File: src/include/ecc_defines.svh
// width macros of the ECC-protected TCDM path, included by every file that sizes a field
`ifndef ECC_DEFINES_SVH
`define ECC_DEFINES_SVH

// data word, split into independently protected chunks
`define ECC_DW       64
`define ECC_CHUNK    32
`define ECC_NCHUNK   2

// request metadata is {add, wen, be}
`define ECC_AW       10
`define ECC_BW       8
`define ECC_METAW    19

// Hamming bits plus one overall parity bit
`define ECC_EW_CHUNK 7
`define ECC_EW_META  6

`endif

File: src/source/ecc_pkg.sv
// request, response, register and error-report types shared by the bridges, bank and registers
`include "ecc_defines.svh"

package ecc_pkg;

  typedef enum logic {
    OPC_OK    = 1'b0,
    OPC_RANGE = 1'b1
  } rsp_opc_e;

  typedef enum logic [1:0] {
    REG_INJ_DATA   = 2'd0,
    REG_INJ_META   = 2'd1,
    REG_CNT_SINGLE = 2'd2,
    REG_CNT_MULTI  = 2'd3
  } reg_addr_e;

  // wen high is a read, low a write, as on the TCDM bus
  typedef struct packed {
    logic [`ECC_AW-1:0] add;
    logic               wen;
    logic [`ECC_BW-1:0] be;
    logic [`ECC_DW-1:0] data;
  } core_req_t;

  typedef struct packed {
    logic [`ECC_DW-1:0] r_data;
    rsp_opc_e           r_opc;
  } core_rsp_t;

  // chunk 0 sits in the low index
  typedef struct packed {
    logic [`ECC_NCHUNK-1:0][`ECC_EW_CHUNK-1:0] data;
    logic [`ECC_EW_META-1:0]                   meta;
  } req_ecc_t;

  typedef struct packed {
    core_req_t req;
    req_ecc_t  ecc;
  } prot_req_t;

  typedef struct packed {
    core_rsp_t                                 rsp;
    logic [`ECC_NCHUNK-1:0][`ECC_EW_CHUNK-1:0] r_ecc;
  } prot_rsp_t;

  typedef struct packed {
    reg_addr_e   addr;
    logic        we;
    logic [31:0] wdata;
  } reg_req_t;

  // data fields count chunks, meta fields are flags
  typedef struct packed {
    logic [1:0] data_single;
    logic [1:0] data_multi;
    logic       meta_single;
    logic       meta_multi;
  } err_info_t;

endpackage

File: src/source/ecc_initiator_bridge.sv
// core-side bridge, encodes requests with optional fault injection and corrects response data
`timescale 1ns/1ps
`include "ecc_defines.svh"

module ecc_initiator_bridge (
  input  logic                  clk_i,
  input  logic                  arst_n_i,
  input  ecc_pkg::core_req_t    req_i,
  input  logic                  req_valid_i,
  output logic                  req_ready_o,
  output ecc_pkg::prot_req_t    preq_o,
  output logic                  preq_valid_o,
  input  logic                  preq_ready_i,
  input  ecc_pkg::prot_rsp_t    prsp_i,
  input  logic                  prsp_valid_i,
  output logic                  prsp_ready_o,
  output ecc_pkg::core_rsp_t    rsp_o,
  output logic                  rsp_valid_o,
  input  logic                  rsp_ready_i,
  input  logic [`ECC_CHUNK-1:0] inj_data_mask_i,
  input  logic [`ECC_METAW-1:0] inj_meta_mask_i,
  output logic                  inj_used_o
);

  logic                                      hold_q;
  logic [`ECC_CHUNK-1:0]                     data_mask_q;
  logic [`ECC_CHUNK-1:0]                     data_mask;
  logic [`ECC_METAW-1:0]                     meta_mask_q;
  logic [`ECC_METAW-1:0]                     meta_mask;
  logic [`ECC_METAW-1:0]                     meta;
  logic [`ECC_NCHUNK-1:0][`ECC_EW_CHUNK-1:0] data_ecc;
  logic [`ECC_EW_META-1:0]                   meta_ecc;
  logic [`ECC_NCHUNK-1:0][`ECC_CHUNK-1:0]    r_data_dec;

  assign meta = {req_i.add, req_i.wen, req_i.be};

  for (genvar i = 0; i < `ECC_NCHUNK; i++) begin : g_data_enc
    secded_enc #(.K(`ECC_CHUNK), .R(`ECC_EW_CHUNK)) i_data_enc (
      .data_i ( req_i.data[i*`ECC_CHUNK +: `ECC_CHUNK] ),
      .ecc_o  ( data_ecc[i]                           )
    );
  end

  secded_enc #(.K(`ECC_METAW), .R(`ECC_EW_META)) i_meta_enc (
    .data_i ( meta     ),
    .ecc_o  ( meta_ecc )
  );

  // a waiting request keeps the mask it was first presented with
  always_ff @(posedge clk_i or negedge arst_n_i) begin
    if (!arst_n_i) begin
      hold_q <= 1'b0;
    end else begin
      hold_q <= req_valid_i & ~preq_ready_i;
    end
  end

  always_ff @(posedge clk_i) begin
    if (!hold_q) begin
      data_mask_q <= inj_data_mask_i;
      meta_mask_q <= inj_meta_mask_i;
    end
  end

  assign data_mask = hold_q ? data_mask_q : inj_data_mask_i;
  assign meta_mask = hold_q ? meta_mask_q : inj_meta_mask_i;

  // flips go in after encoding so they look like channel faults
  always_comb begin
    preq_o.req                           = req_i;
    {preq_o.req.add, preq_o.req.wen, preq_o.req.be} = meta ^ meta_mask;
    preq_o.req.data[`ECC_CHUNK-1:0]      = req_i.data[`ECC_CHUNK-1:0] ^ data_mask;
    preq_o.ecc.data                      = data_ecc;
    preq_o.ecc.meta                      = meta_ecc;
  end

  for (genvar i = 0; i < `ECC_NCHUNK; i++) begin : g_rsp_dec
    secded_dec #(.K(`ECC_CHUNK), .R(`ECC_EW_CHUNK)) i_rsp_dec (
      .data_i       ( prsp_i.rsp.r_data[i*`ECC_CHUNK +: `ECC_CHUNK] ),
      .ecc_i        ( prsp_i.r_ecc[i]                              ),
      .data_o       ( r_data_dec[i]                                ),
      .single_err_o (                                              ),
      .multi_err_o  (                                              )
    );
  end

  assign rsp_o.r_data = r_data_dec;
  assign rsp_o.r_opc  = prsp_i.rsp.r_opc;

  assign preq_valid_o = req_valid_i;
  assign req_ready_o  = preq_ready_i;
  assign rsp_valid_o  = prsp_valid_i;
  assign prsp_ready_o = rsp_ready_i;
  assign inj_used_o   = req_valid_i & preq_ready_i;

endmodule

File: src/source/secded_dec.sv
// extended Hamming decoder, corrects one flipped bit and flags single and multi errors
`timescale 1ns/1ps
`include "ecc_defines.svh"

module secded_dec #(
  parameter int unsigned K = `ECC_CHUNK,
  parameter int unsigned R = `ECC_EW_CHUNK
) (
  input  logic [K-1:0] data_i,
  input  logic [R-1:0] ecc_i,
  output logic [K-1:0] data_o,
  output logic         single_err_o,
  output logic         multi_err_o
);

  localparam int unsigned P = R - 1;
  localparam int unsigned N = K + P;

  logic [N:1]   cw;
  logic [P-1:0] syn;
  logic         odd;

  assign odd = ^{data_i, ecc_i};

  always_comb begin
    int unsigned d;
    int unsigned h;
    cw = '0;
    d  = 0;
    h  = 0;
    // rebuild the codeword, check bits at powers of two
    for (int unsigned pos = 1; pos <= N; pos++) begin
      if ((pos & (pos - 1)) == 0) begin
        cw[pos] = ecc_i[h];
        h++;
      end else begin
        cw[pos] = data_i[d];
        d++;
      end
    end
    syn = '0;
    for (int unsigned p = 0; p < P; p++) begin
      for (int unsigned pos = 1; pos <= N; pos++) begin
        if (pos[p]) begin
          syn[p] ^= cw[pos];
        end
      end
    end
    single_err_o = 1'b0;
    multi_err_o  = 1'b0;
    if (syn != '0 && odd && syn <= N) begin
      cw[syn]      = ~cw[syn];
      single_err_o = 1'b1;
    end else if (syn != '0) begin
      // even parity, or a syndrome pointing outside the word
      multi_err_o = 1'b1;
    end else if (odd) begin
      // only the overall bit flipped
      single_err_o = 1'b1;
    end
    d = 0;
    for (int unsigned pos = 1; pos <= N; pos++) begin
      if ((pos & (pos - 1)) != 0) begin
        data_o[d] = cw[pos];
        d++;
      end
    end
  end

endmodule

File: src/source/secded_enc.sv
// extended Hamming encoder, one instance per protected field produces that field's check bits
`timescale 1ns/1ps
`include "ecc_defines.svh"

module secded_enc #(
  parameter int unsigned K = `ECC_CHUNK,
  parameter int unsigned R = `ECC_EW_CHUNK
) (
  input  logic [K-1:0] data_i,
  output logic [R-1:0] ecc_o
);

  // R-1 Hamming bits, top bit is overall parity
  localparam int unsigned P = R - 1;
  localparam int unsigned N = K + P;

  logic [N:1]   cw;
  logic [P-1:0] ham;

  always_comb begin
    int unsigned d;
    cw = '0;
    d  = 0;
    // data fills positions that are not powers of two
    for (int unsigned pos = 1; pos <= N; pos++) begin
      if ((pos & (pos - 1)) != 0) begin
        cw[pos] = data_i[d];
        d++;
      end
    end
    for (int unsigned p = 0; p < P; p++) begin
      ham[p] = 1'b0;
      for (int unsigned pos = 1; pos <= N; pos++) begin
        if (pos[p]) begin
          ham[p] ^= cw[pos];
        end
      end
    end
  end

  // overall bit makes the whole codeword even
  assign ecc_o = {^{data_i, ham}, ham};

endmodule

File: config.mk
export PLATFORM = sky130hd
export DESIGN_NAME = ecc_initiator_bridge
export DESIGN_NICKNAME = d
export VERILOG_FILES = /design/src/source/ecc_pkg.sv /design/src/source/ecc_initiator_bridge.sv /design/src/source/secded_dec.sv /design/src/source/secded_enc.sv
export VERILOG_INCLUDE_DIRS = /design/src /design/src/include
export SDC_FILE = /design/constraint.sdc
export NUM_CORES = 1
export LEC_CHECK = 0
export BUFFER_PORTS_ARGS = -buffer_cell sky130_fd_sc_hd__buf_2
export CAP_MARGIN = 20
export CELL_PAD_IN_SITES_DETAIL_PLACEMENT = 0
export CELL_PAD_IN_SITES_GLOBAL_PLACEMENT = 1
export CORE_MARGIN = 10
export CORE_UTILIZATION = 34
export CTS_CLUSTER_SIZE = 40
export DETAILED_ROUTE_END_ITERATION = 6
export GPL_ROUTABILITY_DRIVEN = 0
export GPL_TIMING_DRIVEN = 0
export HOLD_SLACK_MARGIN = 0.1
export PLACE_DENSITY = 0.89
export SLEW_MARGIN = 20
export SYNTH_ARGS = -nofsm -noshare
export SYNTH_HDL_FRONTEND = slang
export SYNTH_HIERARCHICAL = 1
export SYNTH_SLANG_ARGS = --single-unit
File: constraint.sdc
create_clock -name clk_i -period 3.79 [get_ports clk_i]
set_input_delay 0.379 -clock clk_i [delete_from_list [all_inputs] [get_ports clk_i]]
set_output_delay 0.379 -clock clk_i [all_outputs]
set_load 0.05 [all_outputs]
; ---- Word level (Yosys, flattened, before mapping)
; Index checks and enable logic that the tools add are counted.
[op_classes]
order_cmp = 6
muxes = 14
bitwise = 399
reduce_logical = 13
[ops]
columns = operator, count
row1 = XOR 1 bit, 392
row2 = XOR reduction 39 bit, 2
row3 = bitwise mux 38 bit, 2
row4 = two-way mux 38 bit, 2
row5 = XOR reduction 38 bit, 2
row6 = two-way mux 32 bit, 1
row7 = XOR 32 bit, 1
row8 = XOR reduction 24 bit, 1
row9 = two-way mux 19 bit, 1
row10 = XOR 19 bit, 1
row11 = "< comparator 6 x 7 -> 1 bit, second input constant", 2
row12 = binary-select mux 1 bit (select 6 bit), 2
row13 = demux 1 bit (select 6 bit), 2
row14 = ">= comparator 6 x 1 -> 1 bit, second input constant", 2
row15 = "less-or-equal comparator 6 bit, second input constant", 2
row16 = nonzero test 6 bit, 2
row17 = logical AND 1 bit, 6
row18 = two-way mux 1 bit, 4
row19 = inverter 1 bit, 3
row20 = bitwise AND 1 bit, 2
[totals]
reg_bits = 52
out_inout_bits = 173

; ---- Depth between registers and ports, before layout
[depth]
depth_word = 24
depth_mapped = 11
mapped_depth_nobuf = 8

; ---- Cells and area by module
; Netlist, hierarchy kept.
[by_module_without_submodules]
columns = mod, n_inst, cells_per_inst, area_each_um2, seq_area_each_um2
row1 = ecc_initiator_bridge, 1, 199, 2656.3, 1046.0
row2 = secded_dec (g_rsp_dec[1].i_rsp_dec), 1, 227, 1914.3, 0.0
row3 = secded_dec (g_rsp_dec[0].i_rsp_dec), 1, 219, 1859.3, 0.0
row4 = secded_enc (g_data_enc[0].i_data_enc ...), 2, 56, 683.2, 0.0
row5 = secded_enc (i_meta_enc), 1, 34, 377.9, 0.0

; ---- Least setup slack after synthesis
; Ideal clock, no wire load.
[synth_timing]
path_kind = input -> output
start = input prsp_i[25] (netlist bit)
end = output rsp_o[14] (netlist bit)
arrival_time_ps = 3768
required_ps = 3411
slack_ps = -357
cell_stages = 8
n_path_buf = 1
cell_sequence = buf_6 xor3_1 xnor3_1 xor3_2 inv_2 mux4_2 mux2_4 o31ai_1
[synth_lines]
columns = item, line
row1 = "start, declared", ecc_initiator_bridge.sv:14  ; input ecc_pkg::prot_rsp_t prsp_i,
row2 = "end, declared", ecc_initiator_bridge.sv:17  ; output ecc_pkg::core_rsp_t rsp_o,

==> reports/summary.md <==
• primary input — startpoint kind of the worst setup timing path
• 175 um — die outline width
• 175 um — die height
• prsp_i[10] — critical path launch point
• preq_ready_i — Hold Path Origin
• 2 — maximum buffer depth of the clock tree
• 7328 — via count
• clkbuf_16 — clock root buffer
• 0.31 ns — source-to-sink clock delay at the later pin of the worst-skew pair
• 19 — largest net degree at the start of global routing
• 0.598 — Slew Limit Headroom
• 2294 — filler cell count
• 10.4 um2 — post-synthesis area per instance
• 0.521 — fraction of final layout cells with drive strength greater than 1
• 0 ns — final sum of negative setup slack
• 0 — total count of hold-check failures in the final report
• hold_q — endpoint of the worst hold path
• 0.0548 — met3 track demand over resource
• yes — setup repair after global routing missed its margin
• 0 — maxcap violations
• finished clean — run status
• 3.71 ns — post-layout min period
• 20.8 um — wire per inst
• 3.33 ns — worst path arrival time
• 56 — number of cell rows
• 0 — fin. max-slew vios
• 52 — number of clock sinks
• 0.270 GHz — fmax
• 0.858 — relative contribution of combinational cells to total power
• 3 — number of antenna violations at the first check in global routing
• 45.7 mm — global-route wire length before repair
• meta_mask_q[14] — capturing point of the worst reg2reg path
• 4.58 mW — Switching Power
• 722 nW/um2 — power density over cell area
• 0.598 ns — transition at the pin with the smallest max-transition slack
• 6 — Syn. warnings
• 0.346 — Initial Utilization
• 1040 uV — VDD IR-drop max
• 23500 um2 — core region area
• primary output — critical path endpoint category
• 1002 — syn nets
• 33.8% — layout-stage area growth over the synthesis result
• 3 — FF-to-FF path depth
• 710 — Iteration-0 DRC Markers
• 0.078 — sequential group share of total power
• 31.3 mm — total wirelength of the detailed-routed design
• 3.41 ns — data required time at the worst endpoint
• 6760 um2 — area occupied by multi-input gates
• 0 — final setup violating endpoints
• 385 — number of input and output port buffers inserted
• 1050 um2 — flip-flop and latch area
• 5 — top fanout value on the critical path
• 1401 — number of nets in the finished design
• 0.215 — global routing usage on met1
• 0.064 — part of the total power dissipated in the clock network
• 0.584 — net switching share of the total power
• -0.157 ns — worst setup slack after placement
• 0 — DR DRC count
• 2 — number of H-tree branching levels
• 0 — number of antenna-violating nets in the routed design
• yes — clock tree from TritonCTS
• hold_q — start of the worst register-to-register path
• 26.8 mm — hpwl dp
• 0 — overall overflow remaining after global route
• 7779 — via count of the first global-routing pass
• 8130 um2 — post-synthesis instance area
• 2.62 ns — worst reg-to-reg setup slack
• in -> reg — Worst Hold Class
• 2 — cell depth of the worst hold path
• 783 — post-synthesis cell count
• 6 — detailed-router iteration count before antenna repair
• met2 — busiest layer in global routing
• 0.0821 ns — least setup slack across all paths after layout
• in -> out — kind of critical path
• 4.87 — ratio of routed vias to standard cells
• 5.24 nW — LEAKAGE
• 3.26 mW — P_int
• 0.08 ns — CTS clock-pin slew for the worst setup and hold paths
• 0.344 — routing usage on met2
• 0.463 — final cell utilization of the core
• 30500 um2 — total die area
• 5 — number of buffers added by the clock tree synthesis step
• 392 — I/O pin count
• 0.00945 ns — Max Clock Skew
• 0.192 — total global-route track usage
• 0.978 — post-route clock period utilization
[cell usage in the layout, fill, tap and decap left out, types with 4 or more instances in the layout]
cell	count
nor3_1	13
a2bb2oi_1	6
and2_1	5
xnor2_2	19
xor3_1	6
mux2i_1	9
nor2_1	37
nor2b_1	9
buf_2	385
a31oi_1	9
mux2_1	4
xor3_2	5
xnor2_1	140
xor2_2	4
clkbuf_16	5
a21oi_1	25
mux2_2	40
buf_4	49
xnor3_2	8
xor2_1	87
clkbuf_4	5
buf_12	5
nor2_2	4
mux2_4	51
xnor2_4	5
o21ai_0	9
nand3_1	5
nor3_2	5
nand2_1	54
xnor3_1	42
o31ai_1	4
nand2b_1	8
dfxtp_1	51
[power groups by stage]
| stage | logic, mW | clock network, mW | registers, mW |
|---|---|---|---|
| after detailed placement | 6.38 | 0 | 0.620 |
| after global placement | 6.35 | 0 | 0.618 |
| final | 6.73 | 0.505 | 0.608 |
| after floorplan | 4.93 | 0 | 0.616 |
| after global routing | 7.10 | 0.544 | 0.613 |
| after CTS | 6.47 | 0.532 | 0.609 |
[cell type report]
type                    count  share of cell area
repair buffers            392               0.184
inverters                   4             0.00161
plain buffers              60              0.0456
multi-input cells         667               0.622
clock buffers               5              0.0115
well taps                 319              0.0367
diodes                      3            0.000690
flip-flops and latches     52              0.0962
clock inverters             3             0.00253
[registers in the layout, summed over array words and instances (netlist names)]
| name | count |
|---|---|
| data_mask_q | 32 |
| hold_q | 1 |
| meta_mask_q | 19 |
[layer usage]
layer / wire, um / up-vias
met4: 690 / 0
met3: 2670 / 41
met1: 12000 / 3418
met5: 0 / -
met2: 15900 / 399
li1: - / 3470
[per-stage QoR]
step | hold slack (ns) | area [um2] | instances | total power, mW
finish | 0.253 | 10900 | 1505 | 7.85
global route | 0.247 | 10900 | 1505 | 8.25
CTS | 0.256 | 10700 | 1497 | 7.61
detailed placement | 0.163 | 10500 | 1487 | 7.00
global placement | 0.162 | 10500 | 1487 | 6.97
floorplan | 0.0834 | 8130 | 783 | 5.54
[repair_timing]
action | 4_1_cts | 5_1_grt
pin swaps | 3 | 5
resized for setup | 12 | 27
hold buffers | 1 | 0
hold endpoints to repair | 1 | 0
setup buffers | 1 | 5
setup endpoints to repair | 26 | 48
[worst max path at each step]
stage | slack (ns) | endpoint | cells past startpoint
after detailed placement | -0.16 | rsp_o[56] | 11
after CTS | 0.01 | rsp_o[14] | 9
final | 0.08 | rsp_o[36] | 10
after global routing | -0.03 | rsp_o[23] | 10
after floorplan | -0.36 | rsp_o[14] | 8
after global placement | -0.18 | rsp_o[56] | 11
[worst max-delay path, stage by stage]
cell	delay, ns
buf_2	0.12
xor3_2	0.49
xnor2_2	0.20
xnor3_1	0.44
xnor3_2	0.43
nand2_2	0.12
or4_4	0.60
a31oi_4	0.19
a21oi_1	0.13
buf_4	0.23
Power figures use the tool's default switching activity.
