**src/include/ecc_defines.svh**
```systemverilog
// width macros of the ECC-protected TCDM path, included by every file that sizes a field
`ifndef ECC_DEFINES_SVH
`define ECC_DEFINES_SVH

// data word, split into independently protected chunks
`define ECC_DW       64
`define ECC_CHUNK    32
`define ECC_NCHUNK   2

// request metadata is {add, wen, be}
`define ECC_AW       10
`define ECC_BW       8
`define ECC_METAW    19

// Hamming bits plus one overall parity bit
`define ECC_EW_CHUNK 7
`define ECC_EW_META  6

`endif

```
**src/source/ecc_pkg.sv**
```systemverilog
// request, response, register and error-report types shared by the bridges, bank and registers
`include "ecc_defines.svh"

package ecc_pkg;

  typedef enum logic {
    OPC_OK    = 1'b0,
    OPC_RANGE = 1'b1
  } rsp_opc_e;

  typedef enum logic [1:0] {
    REG_INJ_DATA   = 2'd0,
    REG_INJ_META   = 2'd1,
    REG_CNT_SINGLE = 2'd2,
    REG_CNT_MULTI  = 2'd3
  } reg_addr_e;

  // wen high is a read, low a write, as on the TCDM bus
  typedef struct packed {
    logic [`ECC_AW-1:0] add;
    logic               wen;
    logic [`ECC_BW-1:0] be;
    logic [`ECC_DW-1:0] data;
  } core_req_t;

  typedef struct packed {
    logic [`ECC_DW-1:0] r_data;
    rsp_opc_e           r_opc;
  } core_rsp_t;

  // chunk 0 sits in the low index
  typedef struct packed {
    logic [`ECC_NCHUNK-1:0][`ECC_EW_CHUNK-1:0] data;
    logic [`ECC_EW_META-1:0]                   meta;
  } req_ecc_t;

  typedef struct packed {
    core_req_t req;
    req_ecc_t  ecc;
  } prot_req_t;

  typedef struct packed {
    core_rsp_t                                 rsp;
    logic [`ECC_NCHUNK-1:0][`ECC_EW_CHUNK-1:0] r_ecc;
  } prot_rsp_t;

  typedef struct packed {
    reg_addr_e   addr;
    logic        we;
    logic [31:0] wdata;
  } reg_req_t;

  // data fields count chunks, meta fields are flags
  typedef struct packed {
    logic [1:0] data_single;
    logic [1:0] data_multi;
    logic       meta_single;
    logic       meta_multi;
  } err_info_t;

endpackage

```
**src/source/ecc_target_bridge.sv**
```systemverilog
// bank-side bridge, corrects protected requests, protects response data and reports errors
`timescale 1ns/1ps
`include "ecc_defines.svh"

module ecc_target_bridge (
  input  ecc_pkg::prot_req_t preq_i,
  input  logic               preq_valid_i,
  output logic               preq_ready_o,
  output ecc_pkg::core_req_t req_o,
  output logic               req_valid_o,
  input  logic               req_ready_i,
  input  ecc_pkg::core_rsp_t rsp_i,
  input  logic               rsp_valid_i,
  output logic               rsp_ready_o,
  output ecc_pkg::prot_rsp_t prsp_o,
  output logic               prsp_valid_o,
  input  logic               prsp_ready_i,
  output ecc_pkg::err_info_t err_o,
  output logic               err_valid_o
);

  logic [`ECC_NCHUNK-1:0][`ECC_CHUNK-1:0]    data_dec;
  logic [`ECC_NCHUNK-1:0]                    data_single;
  logic [`ECC_NCHUNK-1:0]                    data_multi;
  logic [`ECC_METAW-1:0]                     meta_dec;
  logic                                      meta_single;
  logic                                      meta_multi;
  logic [`ECC_NCHUNK-1:0][`ECC_EW_CHUNK-1:0] r_ecc;

  for (genvar i = 0; i < `ECC_NCHUNK; i++) begin : g_data_dec
    secded_dec #(.K(`ECC_CHUNK), .R(`ECC_EW_CHUNK)) i_data_dec (
      .data_i       ( preq_i.req.data[i*`ECC_CHUNK +: `ECC_CHUNK] ),
      .ecc_i        ( preq_i.ecc.data[i]                         ),
      .data_o       ( data_dec[i]                                ),
      .single_err_o ( data_single[i]                             ),
      .multi_err_o  ( data_multi[i]                              )
    );
  end

  // address, wen and be share one code word
  secded_dec #(.K(`ECC_METAW), .R(`ECC_EW_META)) i_meta_dec (
    .data_i       ( {preq_i.req.add, preq_i.req.wen, preq_i.req.be} ),
    .ecc_i        ( preq_i.ecc.meta                                 ),
    .data_o       ( meta_dec                                        ),
    .single_err_o ( meta_single                                     ),
    .multi_err_o  ( meta_multi                                      )
  );

  for (genvar i = 0; i < `ECC_NCHUNK; i++) begin : g_rsp_enc
    secded_enc #(.K(`ECC_CHUNK), .R(`ECC_EW_CHUNK)) i_rsp_enc (
      .data_i ( rsp_i.r_data[i*`ECC_CHUNK +: `ECC_CHUNK] ),
      .ecc_o  ( r_ecc[i]                                )
    );
  end

  assign {req_o.add, req_o.wen, req_o.be} = meta_dec;
  assign req_o.data                       = data_dec;

  assign prsp_o.rsp   = rsp_i;
  assign prsp_o.r_ecc = r_ecc;

  // a multi error is only reported, the request still goes to the bank
  assign err_o.data_single = 2'($countones(data_single));
  assign err_o.data_multi  = 2'($countones(data_multi));
  assign err_o.meta_single = meta_single;
  assign err_o.meta_multi  = meta_multi;
  assign err_valid_o       = preq_valid_i & req_ready_i;

  assign req_valid_o  = preq_valid_i;
  assign preq_ready_o = req_ready_i;
  assign prsp_valid_o = rsp_valid_i;
  assign rsp_ready_o  = prsp_ready_i;

endmodule

```
**src/source/secded_dec.sv**
```systemverilog
// extended Hamming decoder, corrects one flipped bit and flags single and multi errors
`timescale 1ns/1ps
`include "ecc_defines.svh"

module secded_dec #(
  parameter int unsigned K = `ECC_CHUNK,
  parameter int unsigned R = `ECC_EW_CHUNK
) (
  input  logic [K-1:0] data_i,
  input  logic [R-1:0] ecc_i,
  output logic [K-1:0] data_o,
  output logic         single_err_o,
  output logic         multi_err_o
);

  localparam int unsigned P = R - 1;
  localparam int unsigned N = K + P;

  logic [N:1]   cw;
  logic [P-1:0] syn;
  logic         odd;

  assign odd = ^{data_i, ecc_i};

  always_comb begin
    int unsigned d;
    int unsigned h;
    cw = '0;
    d  = 0;
    h  = 0;
    // rebuild the codeword, check bits at powers of two
    for (int unsigned pos = 1; pos <= N; pos++) begin
      if ((pos & (pos - 1)) == 0) begin
        cw[pos] = ecc_i[h];
        h++;
      end else begin
        cw[pos] = data_i[d];
        d++;
      end
    end
    syn = '0;
    for (int unsigned p = 0; p < P; p++) begin
      for (int unsigned pos = 1; pos <= N; pos++) begin
        if (pos[p]) begin
          syn[p] ^= cw[pos];
        end
      end
    end
    single_err_o = 1'b0;
    multi_err_o  = 1'b0;
    if (syn != '0 && odd && syn <= N) begin
      cw[syn]      = ~cw[syn];
      single_err_o = 1'b1;
    end else if (syn != '0) begin
      // even parity, or a syndrome pointing outside the word
      multi_err_o = 1'b1;
    end else if (odd) begin
      // only the overall bit flipped
      single_err_o = 1'b1;
    end
    d = 0;
    for (int unsigned pos = 1; pos <= N; pos++) begin
      if ((pos & (pos - 1)) != 0) begin
        data_o[d] = cw[pos];
        d++;
      end
    end
  end

endmodule

```
**src/source/secded_enc.sv**
```systemverilog
// extended Hamming encoder, one instance per protected field produces that field's check bits
`timescale 1ns/1ps
`include "ecc_defines.svh"

module secded_enc #(
  parameter int unsigned K = `ECC_CHUNK,
  parameter int unsigned R = `ECC_EW_CHUNK
) (
  input  logic [K-1:0] data_i,
  output logic [R-1:0] ecc_o
);

  // R-1 Hamming bits, top bit is overall parity
  localparam int unsigned P = R - 1;
  localparam int unsigned N = K + P;

  logic [N:1]   cw;
  logic [P-1:0] ham;

  always_comb begin
    int unsigned d;
    cw = '0;
    d  = 0;
    // data fills positions that are not powers of two
    for (int unsigned pos = 1; pos <= N; pos++) begin
      if ((pos & (pos - 1)) != 0) begin
        cw[pos] = data_i[d];
        d++;
      end
    end
    for (int unsigned p = 0; p < P; p++) begin
      ham[p] = 1'b0;
      for (int unsigned pos = 1; pos <= N; pos++) begin
        if (pos[p]) begin
          ham[p] ^= cw[pos];
        end
      end
    end
  end

  // overall bit makes the whole codeword even
  assign ecc_o = {^{data_i, ham}, ham};

endmodule

```
**config.mk**
```make
export PLATFORM = sky130hd
export DESIGN_NAME = ecc_target_bridge
export DESIGN_NICKNAME = d
export VERILOG_FILES = /design/src/source/ecc_pkg.sv /design/src/source/ecc_target_bridge.sv /design/src/source/secded_dec.sv /design/src/source/secded_enc.sv
export VERILOG_INCLUDE_DIRS = /design/src /design/src/include
export SDC_FILE = /design/constraint.sdc
export NUM_CORES = 1
export LEC_CHECK = 0
export BUFFER_PORTS_ARGS = -buffer_cell sky130_fd_sc_hd__buf_2
export CORE_AREA = 3 3 135 137
export DETAILED_ROUTE_END_ITERATION = 6
export DIE_AREA = 0 0 138 140
export GPL_TIMING_DRIVEN = 0
export PLACE_DENSITY = 0.68
export SLEW_MARGIN = 10
export SYNTH_ARGS = -nofsm -noshare
export SYNTH_HDL_FRONTEND = slang
export SYNTH_SLANG_ARGS = --single-unit
```
**constraint.sdc**
```tcl
create_clock -name vclk -period 5.3
set_input_delay 0.795 -clock vclk [all_inputs]
set_output_delay 0.795 -clock vclk [all_outputs]
set_load 0.1 [all_outputs]
```
-- After elaboration in Yosys (flattened, before gate mapping)
Cells that the tools add are included.
- add/subtract/negate cells: 2
- magnitude comparators: 9
- multiplexer cells: 33
- bitwise logic cells: 401
- reductions and logical operators: 17
- operator list (cell ; number):
    $xor A1 B1 Y1 ; 397
    $reduce_xor A39 Y1 ; 2
    $bwmux W38 ; 2
    $mux W38 ; 2
    $reduce_xor A38 Y1 ; 2
    $reduce_xor A25 Y1 ; 1
    $bwmux W24 ; 1
    $mux W24 ; 1
    $mux W1 ; 21
    $lt A6 B7 Y1 const B ; 2
    $bmux W1 S6 ; 2
    $demux W1 S6 ; 2
    $ge A6 B1 Y1 const B ; 2
    $le A6 B6 Y1 const B ; 2
    $reduce_bool A6 Y1 ; 2
    $logic_and A1 B1 Y1 ; 9
    $lt A5 B6 Y1 const B ; 1
    $bmux W1 S5 ; 1
    $demux W1 S5 ; 1
    $ge A5 B1 Y1 const B ; 1
    $le A5 B5 Y1 const B ; 1
    $reduce_bool A5 Y1 ; 1
    $add A1 B1 Y2 ; 2
    $not A1 Y1 ; 3
    $and A1 B1 Y1 ; 1
- bits in registers: 0
- output and inout bits: 173
- logic and storage cells: 462

-- Longest topological paths before layout
Gate-level depths: netlist of the first run.
- depth after elaboration: 24
- gate-level depth with buffers: 12
- mapped depth without buffers: 9

-- Hierarchy
Synthesis of the first run repeated with hierarchy kept, for this count alone.
- cells, all modules: 800
- area, all modules: 7044.3 um^2
- modules (own cells, without submodules) (module ; instances ; cells each ; area each (um^2) ; seq. area each (um^2)):
    secded_dec at g_data_dec[1].i_data_dec ; 1 ; 239 ; 2035.7 ; 0.0
    secded_dec at g_data_dec[0].i_data_dec ; 1 ; 224 ; 1752.9 ; 0.0
    secded_enc ; 2 ; 56 ; 683.2 ; 0.0
    secded_dec at i_meta_dec ; 1 ; 151 ; 1325.0 ; 0.0
    ecc_target_bridge ; 1 ; 74 ; 564.3 ; 0.0

-- Worst setup path after synthesis of the first run
No wires, ideal clock.
- kind: input-to-output
- start point: input preq_i[65] (netlist bit)
- end point: output req_o[51] (netlist bit)
- arrival: 5.132 ns
- data required time: 4.505 ns
- setup slack: -0.627 ns
- stages on the path: 10
- cell sequence: xor2_1 -> xnor3_1 -> xnor2_1 -> xnor3_1 -> clkbuf_1 -> buf_2 -> a311oi_1 -> o22ai_1 -> o21ai_0 -> o31ai_1
- RTL lines (what ; line ; text):
    start, declared ; ecc_target_bridge.sv:6 ; input ecc_pkg::prot_req_t preq_i,
    end, declared ; ecc_target_bridge.sv:9 ; output ecc_pkg::core_req_t req_o,

==> results_dict.tcl, run 1 <==
set metrics [dict create \
    die_y_um 140 \
    start_util_pct 37.26 \
    slew_violations 0 \
    port_buffers 340 \
    area_growth_pct 32.88 \
    num_vias 6712 \
    dieArea_um2 19320 \
    fmax_mhz 194.4 \
    worstPathArrival_ns 4.35 \
    clockBufferCount 0 \
    hold_slack_ns 1.974 \
    post_drt_wl_per_cell_um 17.27 \
    synth.top_cell.area_share_pct 28.19 \
    finalNetCount 1298 \
    syn_inst 782 \
    yosys-top-cells-area "xnor2_1 28%, mux2_2 14%, xnor3_1 9.1%, xor2_1 8.8%, buf_4 8.3%" \
    track_usage_pct 22.23 \
    hold_path.class "in2out" \
    setup.worst_path.end_class "primary output" \
    postCtsSetupBuffers 0 \
    maxCapViolCount 0 \
    synth_nets 956 \
    design_area_um2 8504 \
    cp-startpoint "preq_i[69]" \
    cp_num_buf_inv 2 \
    antenna_found_initial 2 \
    path_cells "buf_2 -> xor2_1 -> xnor2_1 -> xnor3_1 -> xnor2_1 -> or4b_4 -> a211oi_2 -> nand2_1 -> nor2_1 -> mux2_2 -> buf_2" \
    route.detailed.drc 0 \
    required_ns 4.51 \
    hpwlAfterDp_um 20030 \
    worst_slew_margin_rel_pct 46.48 \
    tightestPinTransition_ns 0.7971 \
    firstDrtPassIters 5 \
    avgSynthCellArea_um2 8.184 \
    hold_viol_final 0 \
    seq_cells 0 \
    synth.most_common_cell "xnor2_1" \
    synth_seq_area_share_pct 0 \
    grt-ovfl-total 0 \
    placed_area_um2 8403 \
    path_max_fanout 6 \
    fin_crit_sh_pct 97.06 \
    drt_iter0_markers 303 \
    ioPinCount 345 \
    yosysTopAreaCell "xnor2_1" \
    ant_nets 0 \
    worst_setup_path_start_kind "input port" \
    grt_first_pass_wirelength_um 35420 \
    yosys-top-cells-count "206 x xnor2_1, 81 x mux2_2, 73 x nand2_1" \
    grt_max_degree 11 \
    cpLargestDelayFamily "XOR/XNOR gates" \
    grt_pass1_vias 6541 \
    totalWireLength_um 23280 \
    fin_crit_ns 5.144 \
    crit_path_end "req_o[32]" \
    drive_gt1_share_pct 47.33 \
    worst-path-stages 11 \
    ys_types 62 \
    register_area_um2 0 \
    max_stage_delay_ns 0.57 \
    final.setup.tns_ns 0 \
    crit_type "in2out" \
    vias_per_cell 4.979 \
    setup_viol 0 \
    status "finished, final reports clean" \
    row_count 48 \
    die_w_um 138 \
    yosys_warnings 0 \
    core_um2 17180 \
    hold_buffers 0 \
    slowest_stage "or4b_4" \
    finalWeightedCongestion 0.9357 \
    syn_area_um2 6400 \
]
## cells in the final DEF (no fill, tap or decap), drive strengths merged, types with 2 or more instances in the layout
cell / n
buf: 409
xnor2: 208
mux2: 81
nand2: 74
xor2: 64
nor2: 58
nor3: 29
xnor3: 27
mux2i: 21
clkbuf: 21
o21ai: 13
nand3: 11
inv: 10
nor2b: 8
a21oi: 7
nand2b: 6
and2: 5
a311oi: 5
o31ai: 4
o22ai: 4
nor3b: 4
nand4: 3
mux4: 3
o211ai: 3
o21a: 3
nand3b: 3
xor3: 3
a211oi: 3
o311ai: 3
or3: 2
and2b: 2
maj3: 2
a22oi: 2
nor4: 2
ha: 2
## logic make-up (layout without fill, tap and decap cells)
group	count (synthesis)	after routing	synth area share, %
AOI/OAI and AO/OA	60	60	6.999
xor gates and xnor gates	302	302	48.11
adders and majority gates	4	4	0.7038
buffers and inverters	100	440	10.30
muxes	105	105	18.59
other	0	1	0
and+or+nand+nor	211	211	15.29
## metrics by stage
stage,instances,setup slack [ns],util [%]
floorplan,782,0.03423,-
CTS,1347,0.02272,48.99
finish,1348,0.1560,49.51
global placement,1347,-0.1222,48.92
detailed placement,1347,-0.1100,48.92
global route,1347,-0.01213,49.50
## worst min path at each step
stage / from / endpoint / cells past startpoint
floorplan: req_ready_i / preq_ready_o / 1
global placement: prsp_ready_i / rsp_ready_o / 2
detailed placement: rsp_i[0] / prsp_o[14] / 2
CTS: rsp_i[0] / prsp_o[14] / 2
global route: prsp_ready_i / rsp_ready_o / 2
finish: rsp_i[0] / prsp_o[14] / 2
## metal layers
metal	global-route usage (%)	wire length (µm)
met4	3.276	350
met1	26.82	9108
met2	41.88	11820
met5	0	14
met3	4.063	1990
## layout make-up
| class | instances | area [µm²] |
|---|---|---|
| timing repair buffer | 340 | 1734 |
| inverter | 10 | 37.54 |
| antenna | 1 | 2.502 |
| buffer | 90 | 625.6 |
| fill | 1684 | 8672 |
| multi-input combinational | 682 | 5823 |
| tap | 225 | 281.5 |
## what timing repair did
action                     in CTS  in global routing
pin swaps                       0                  1
gates resized for setup         3                 22
setup endpoints to repair       3                 37
Power of run 1 is left out: the tool's default activity adds up to more than one toggle a clock period on the data nets, which glitch-free logic cannot reach.
==> run 2, diff against run 1 <==
--- a/config.mk
+++ b/config.mk
@@ -7,12 +7,13 @@
 export NUM_CORES = 1
 export LEC_CHECK = 0
 export BUFFER_PORTS_ARGS = -buffer_cell sky130_fd_sc_hd__buf_2
-export CORE_AREA = 3 3 135 137
+export CORE_AREA = 3 3 133 135
 export DETAILED_ROUTE_END_ITERATION = 6
-export DIE_AREA = 0 0 138 140
+export DIE_AREA = 0 0 136 138
 export GPL_TIMING_DRIVEN = 0
-export PLACE_DENSITY = 0.68
+export PLACE_DENSITY = 0.74
 export SLEW_MARGIN = 10
 export SYNTH_ARGS = -nofsm -noshare
 export SYNTH_HDL_FRONTEND = slang
+export SYNTH_HIERARCHICAL = 1
 export SYNTH_SLANG_ARGS = --single-unit
==> constraint.sdc (replaced) <==
create_clock -name vclk -period 6.4
set_input_delay 0.96 -clock vclk [all_inputs]
set_output_delay 0.96 -clock vclk [all_outputs]
set_load 0.1 [all_outputs]
==> run 2 against run 1 <==
Compared with the run above:
- global-route usage grew 0.53 points
- final cell count increased by 0.82%
- sequential share of layout area stayed put
- core utilization up 5.0 points
- critical path type unchanged
==> results_dict.tcl, run 2 <==
set metrics [dict create \
    status "finished, final reports clean" \
    grt_max_degree 11 \
    final_cell_mix "347 x buf_2, 167 x xnor2_1, 75 x buf_4" \
    core_um2 16580 \
    yosys_warnings 6 \
    hold_buffers 0 \
    maxCapViolCount 0 \
    hold_path.class "in2out" \
    grt_first_pass_wirelength_um 35560 \
    hold_viol_final 0 \
    design_area_um2 9039 \
    syn_area_um2 7044 \
    port_buffers 339 \
    postCtsSetupBuffers 0 \
    finalNetCount 1315 \
    synth.top_cell.area_share_pct 20.76 \
    fin_crit_sh_pct 86.55 \
    drt_iter0_markers 417 \
    syn_inst 800 \
    finalWeightedCongestion 0.9721 \
    vias_per_cell 5.233 \
    area_growth_pct 28.31 \
    worst_slew_margin_rel_pct 45.18 \
    route.detailed.drc 0 \
    avgSynthCellArea_um2 8.805 \
    row_count 47 \
    grt_pass1_vias 6772 \
    layout_commonest_cell "buf_2" \
    seq_cells 0 \
    crit_type "in2out" \
    placed_area_um2 9039 \
    drive_gt1_share_pct 46.44 \
    setup.worst_path.end_class "primary output" \
    synth_nets 974 \
    setup_viol 0 \
    clockBufferCount 0 \
    ant_nets 0 \
    totalWireLength_um 23210 \
    die_y_um 138 \
    grt-ovfl-total 0 \
    num_vias 7112 \
    worstPathArrival_ns 4.58 \
    worstHoldPathCells 2 \
    ioPinCount 345 \
    ys_types 71 \
    fin_crit_ns 5.539 \
    firstDrtPassIters 5 \
    tightestPinTransition_ns 0.8161 \
    track_usage_pct 22.76 \
    fmax_mhz 180.5 \
    path_max_fanout 10 \
    rsz0062_at_grt "false" \
    yosys-top-cells-count "167 x xnor2_1, 75 x buf_4, 71 x nand2_1" \
    start_util_pct 42.48 \
    post_cts_resized 0 \
    hpwlAfterDp_um 20160 \
    cp-startpoint "preq_i[77]" \
    required_ns 5.44 \
    n_fill_cell 1564 \
    antenna_found_initial 0 \
    synth_seq_area_share_pct 0 \
    register_area_um2 0 \
    synth.most_common_cell "xnor2_1" \
    worst_setup_path_start_kind "input port" \
    post_drt_wl_per_cell_um 17.08 \
    yosysTopAreaCell "xnor2_1" \
    yosys-top-cells-area "xnor2_1 21%, xnor3_1 14%, buf_4 8.0%, xor2_1 5.7%, mux2_2 5.4%" \
    antenna_cells 0 \
    die_w_um 136 \
    final.setup.tns_ns 0 \
    slew_violations 0 \
    min_from "rsp_valid_i" \
    dieArea_um2 18770 \
]
run 2: cell types whose count changed in the layout (fill, tap and decap cells not counted), moves of 12 or more:
cell      before  now
mux2i_1       21    9
mux2_2        81   34
clkbuf_4      14    0
xor2_1        62   46
nand3_1       11   24
o41ai_2        0   12
a21oi_1        7   45
xnor2_1      200  167
xnor3_1       26   44
run 2: layout make-up:
class / instances / area [µm²] / share of cell area, %
Tap cell: 220 / 275.3 / 3.045
Multi-Input combinational cell: 703 / 6404 / 70.85
Timing Repair Buffer: 339 / 1697 / 18.77
Buffer: 91 / 640.6 / 7.087
Inverter: 6 / 22.52 / 0.2492
run 2: worst max-delay path, cell delays in order:
cell and delay (ns):
clkbuf_1 0.29, xnor3_1 0.34, xnor3_1 0.50, xnor2_2 0.22, xnor2_2 0.59, nand2_1 0.25, o2111ai_2 0.30, o22ai_2 0.13
buf_6 0.17, o41ai_2 0.35, buf_2 0.49
run 2: logic make-up (layout without fill, tap and decap cells):
logic type	count (synthesis)	count (layout)	share of synthesized area [%]
fa+ha+maj	5	5	0.7992
xor+xnor	306	306	54.65
mux	53	53	8.348
compound gates	127	127	12.88
simple gates	212	212	13.91
buf+inv	97	436	9.414
run 2: path summary, 6_finish.rpt:
check | to | slack, ns
worst max-delay path | req_o[35] | 0.86
worst min-delay path | prsp_valid_o | 2.31
run 2: routing by layer:
metal / GRT usage [%] / wire length (µm) / vias to the layer above
met5: 0 / 0 / -
met4: 3.183 / 417 / 0
met3: 1.672 / 1584 / 34
met2: 42.29 / 11880 / 349
met1: 29.24 / 9328 / 3307
li1: - / - / 3422
run 2: per-stage QoR:
step	util, %	hold WS [ns]	setup slack, ns	cells
after floorplan	-	2.132	0.02605	800
after global placement	54.50	2.305	0.9862	1359
after detailed placement	54.50	2.306	0.9831	1359
after CTS	54.50	2.307	0.9717	1359
after global routing	54.50	2.308	0.7445	1359
final	54.50	2.305	0.8606	1359
Power of run 2 is left out for the same reason.
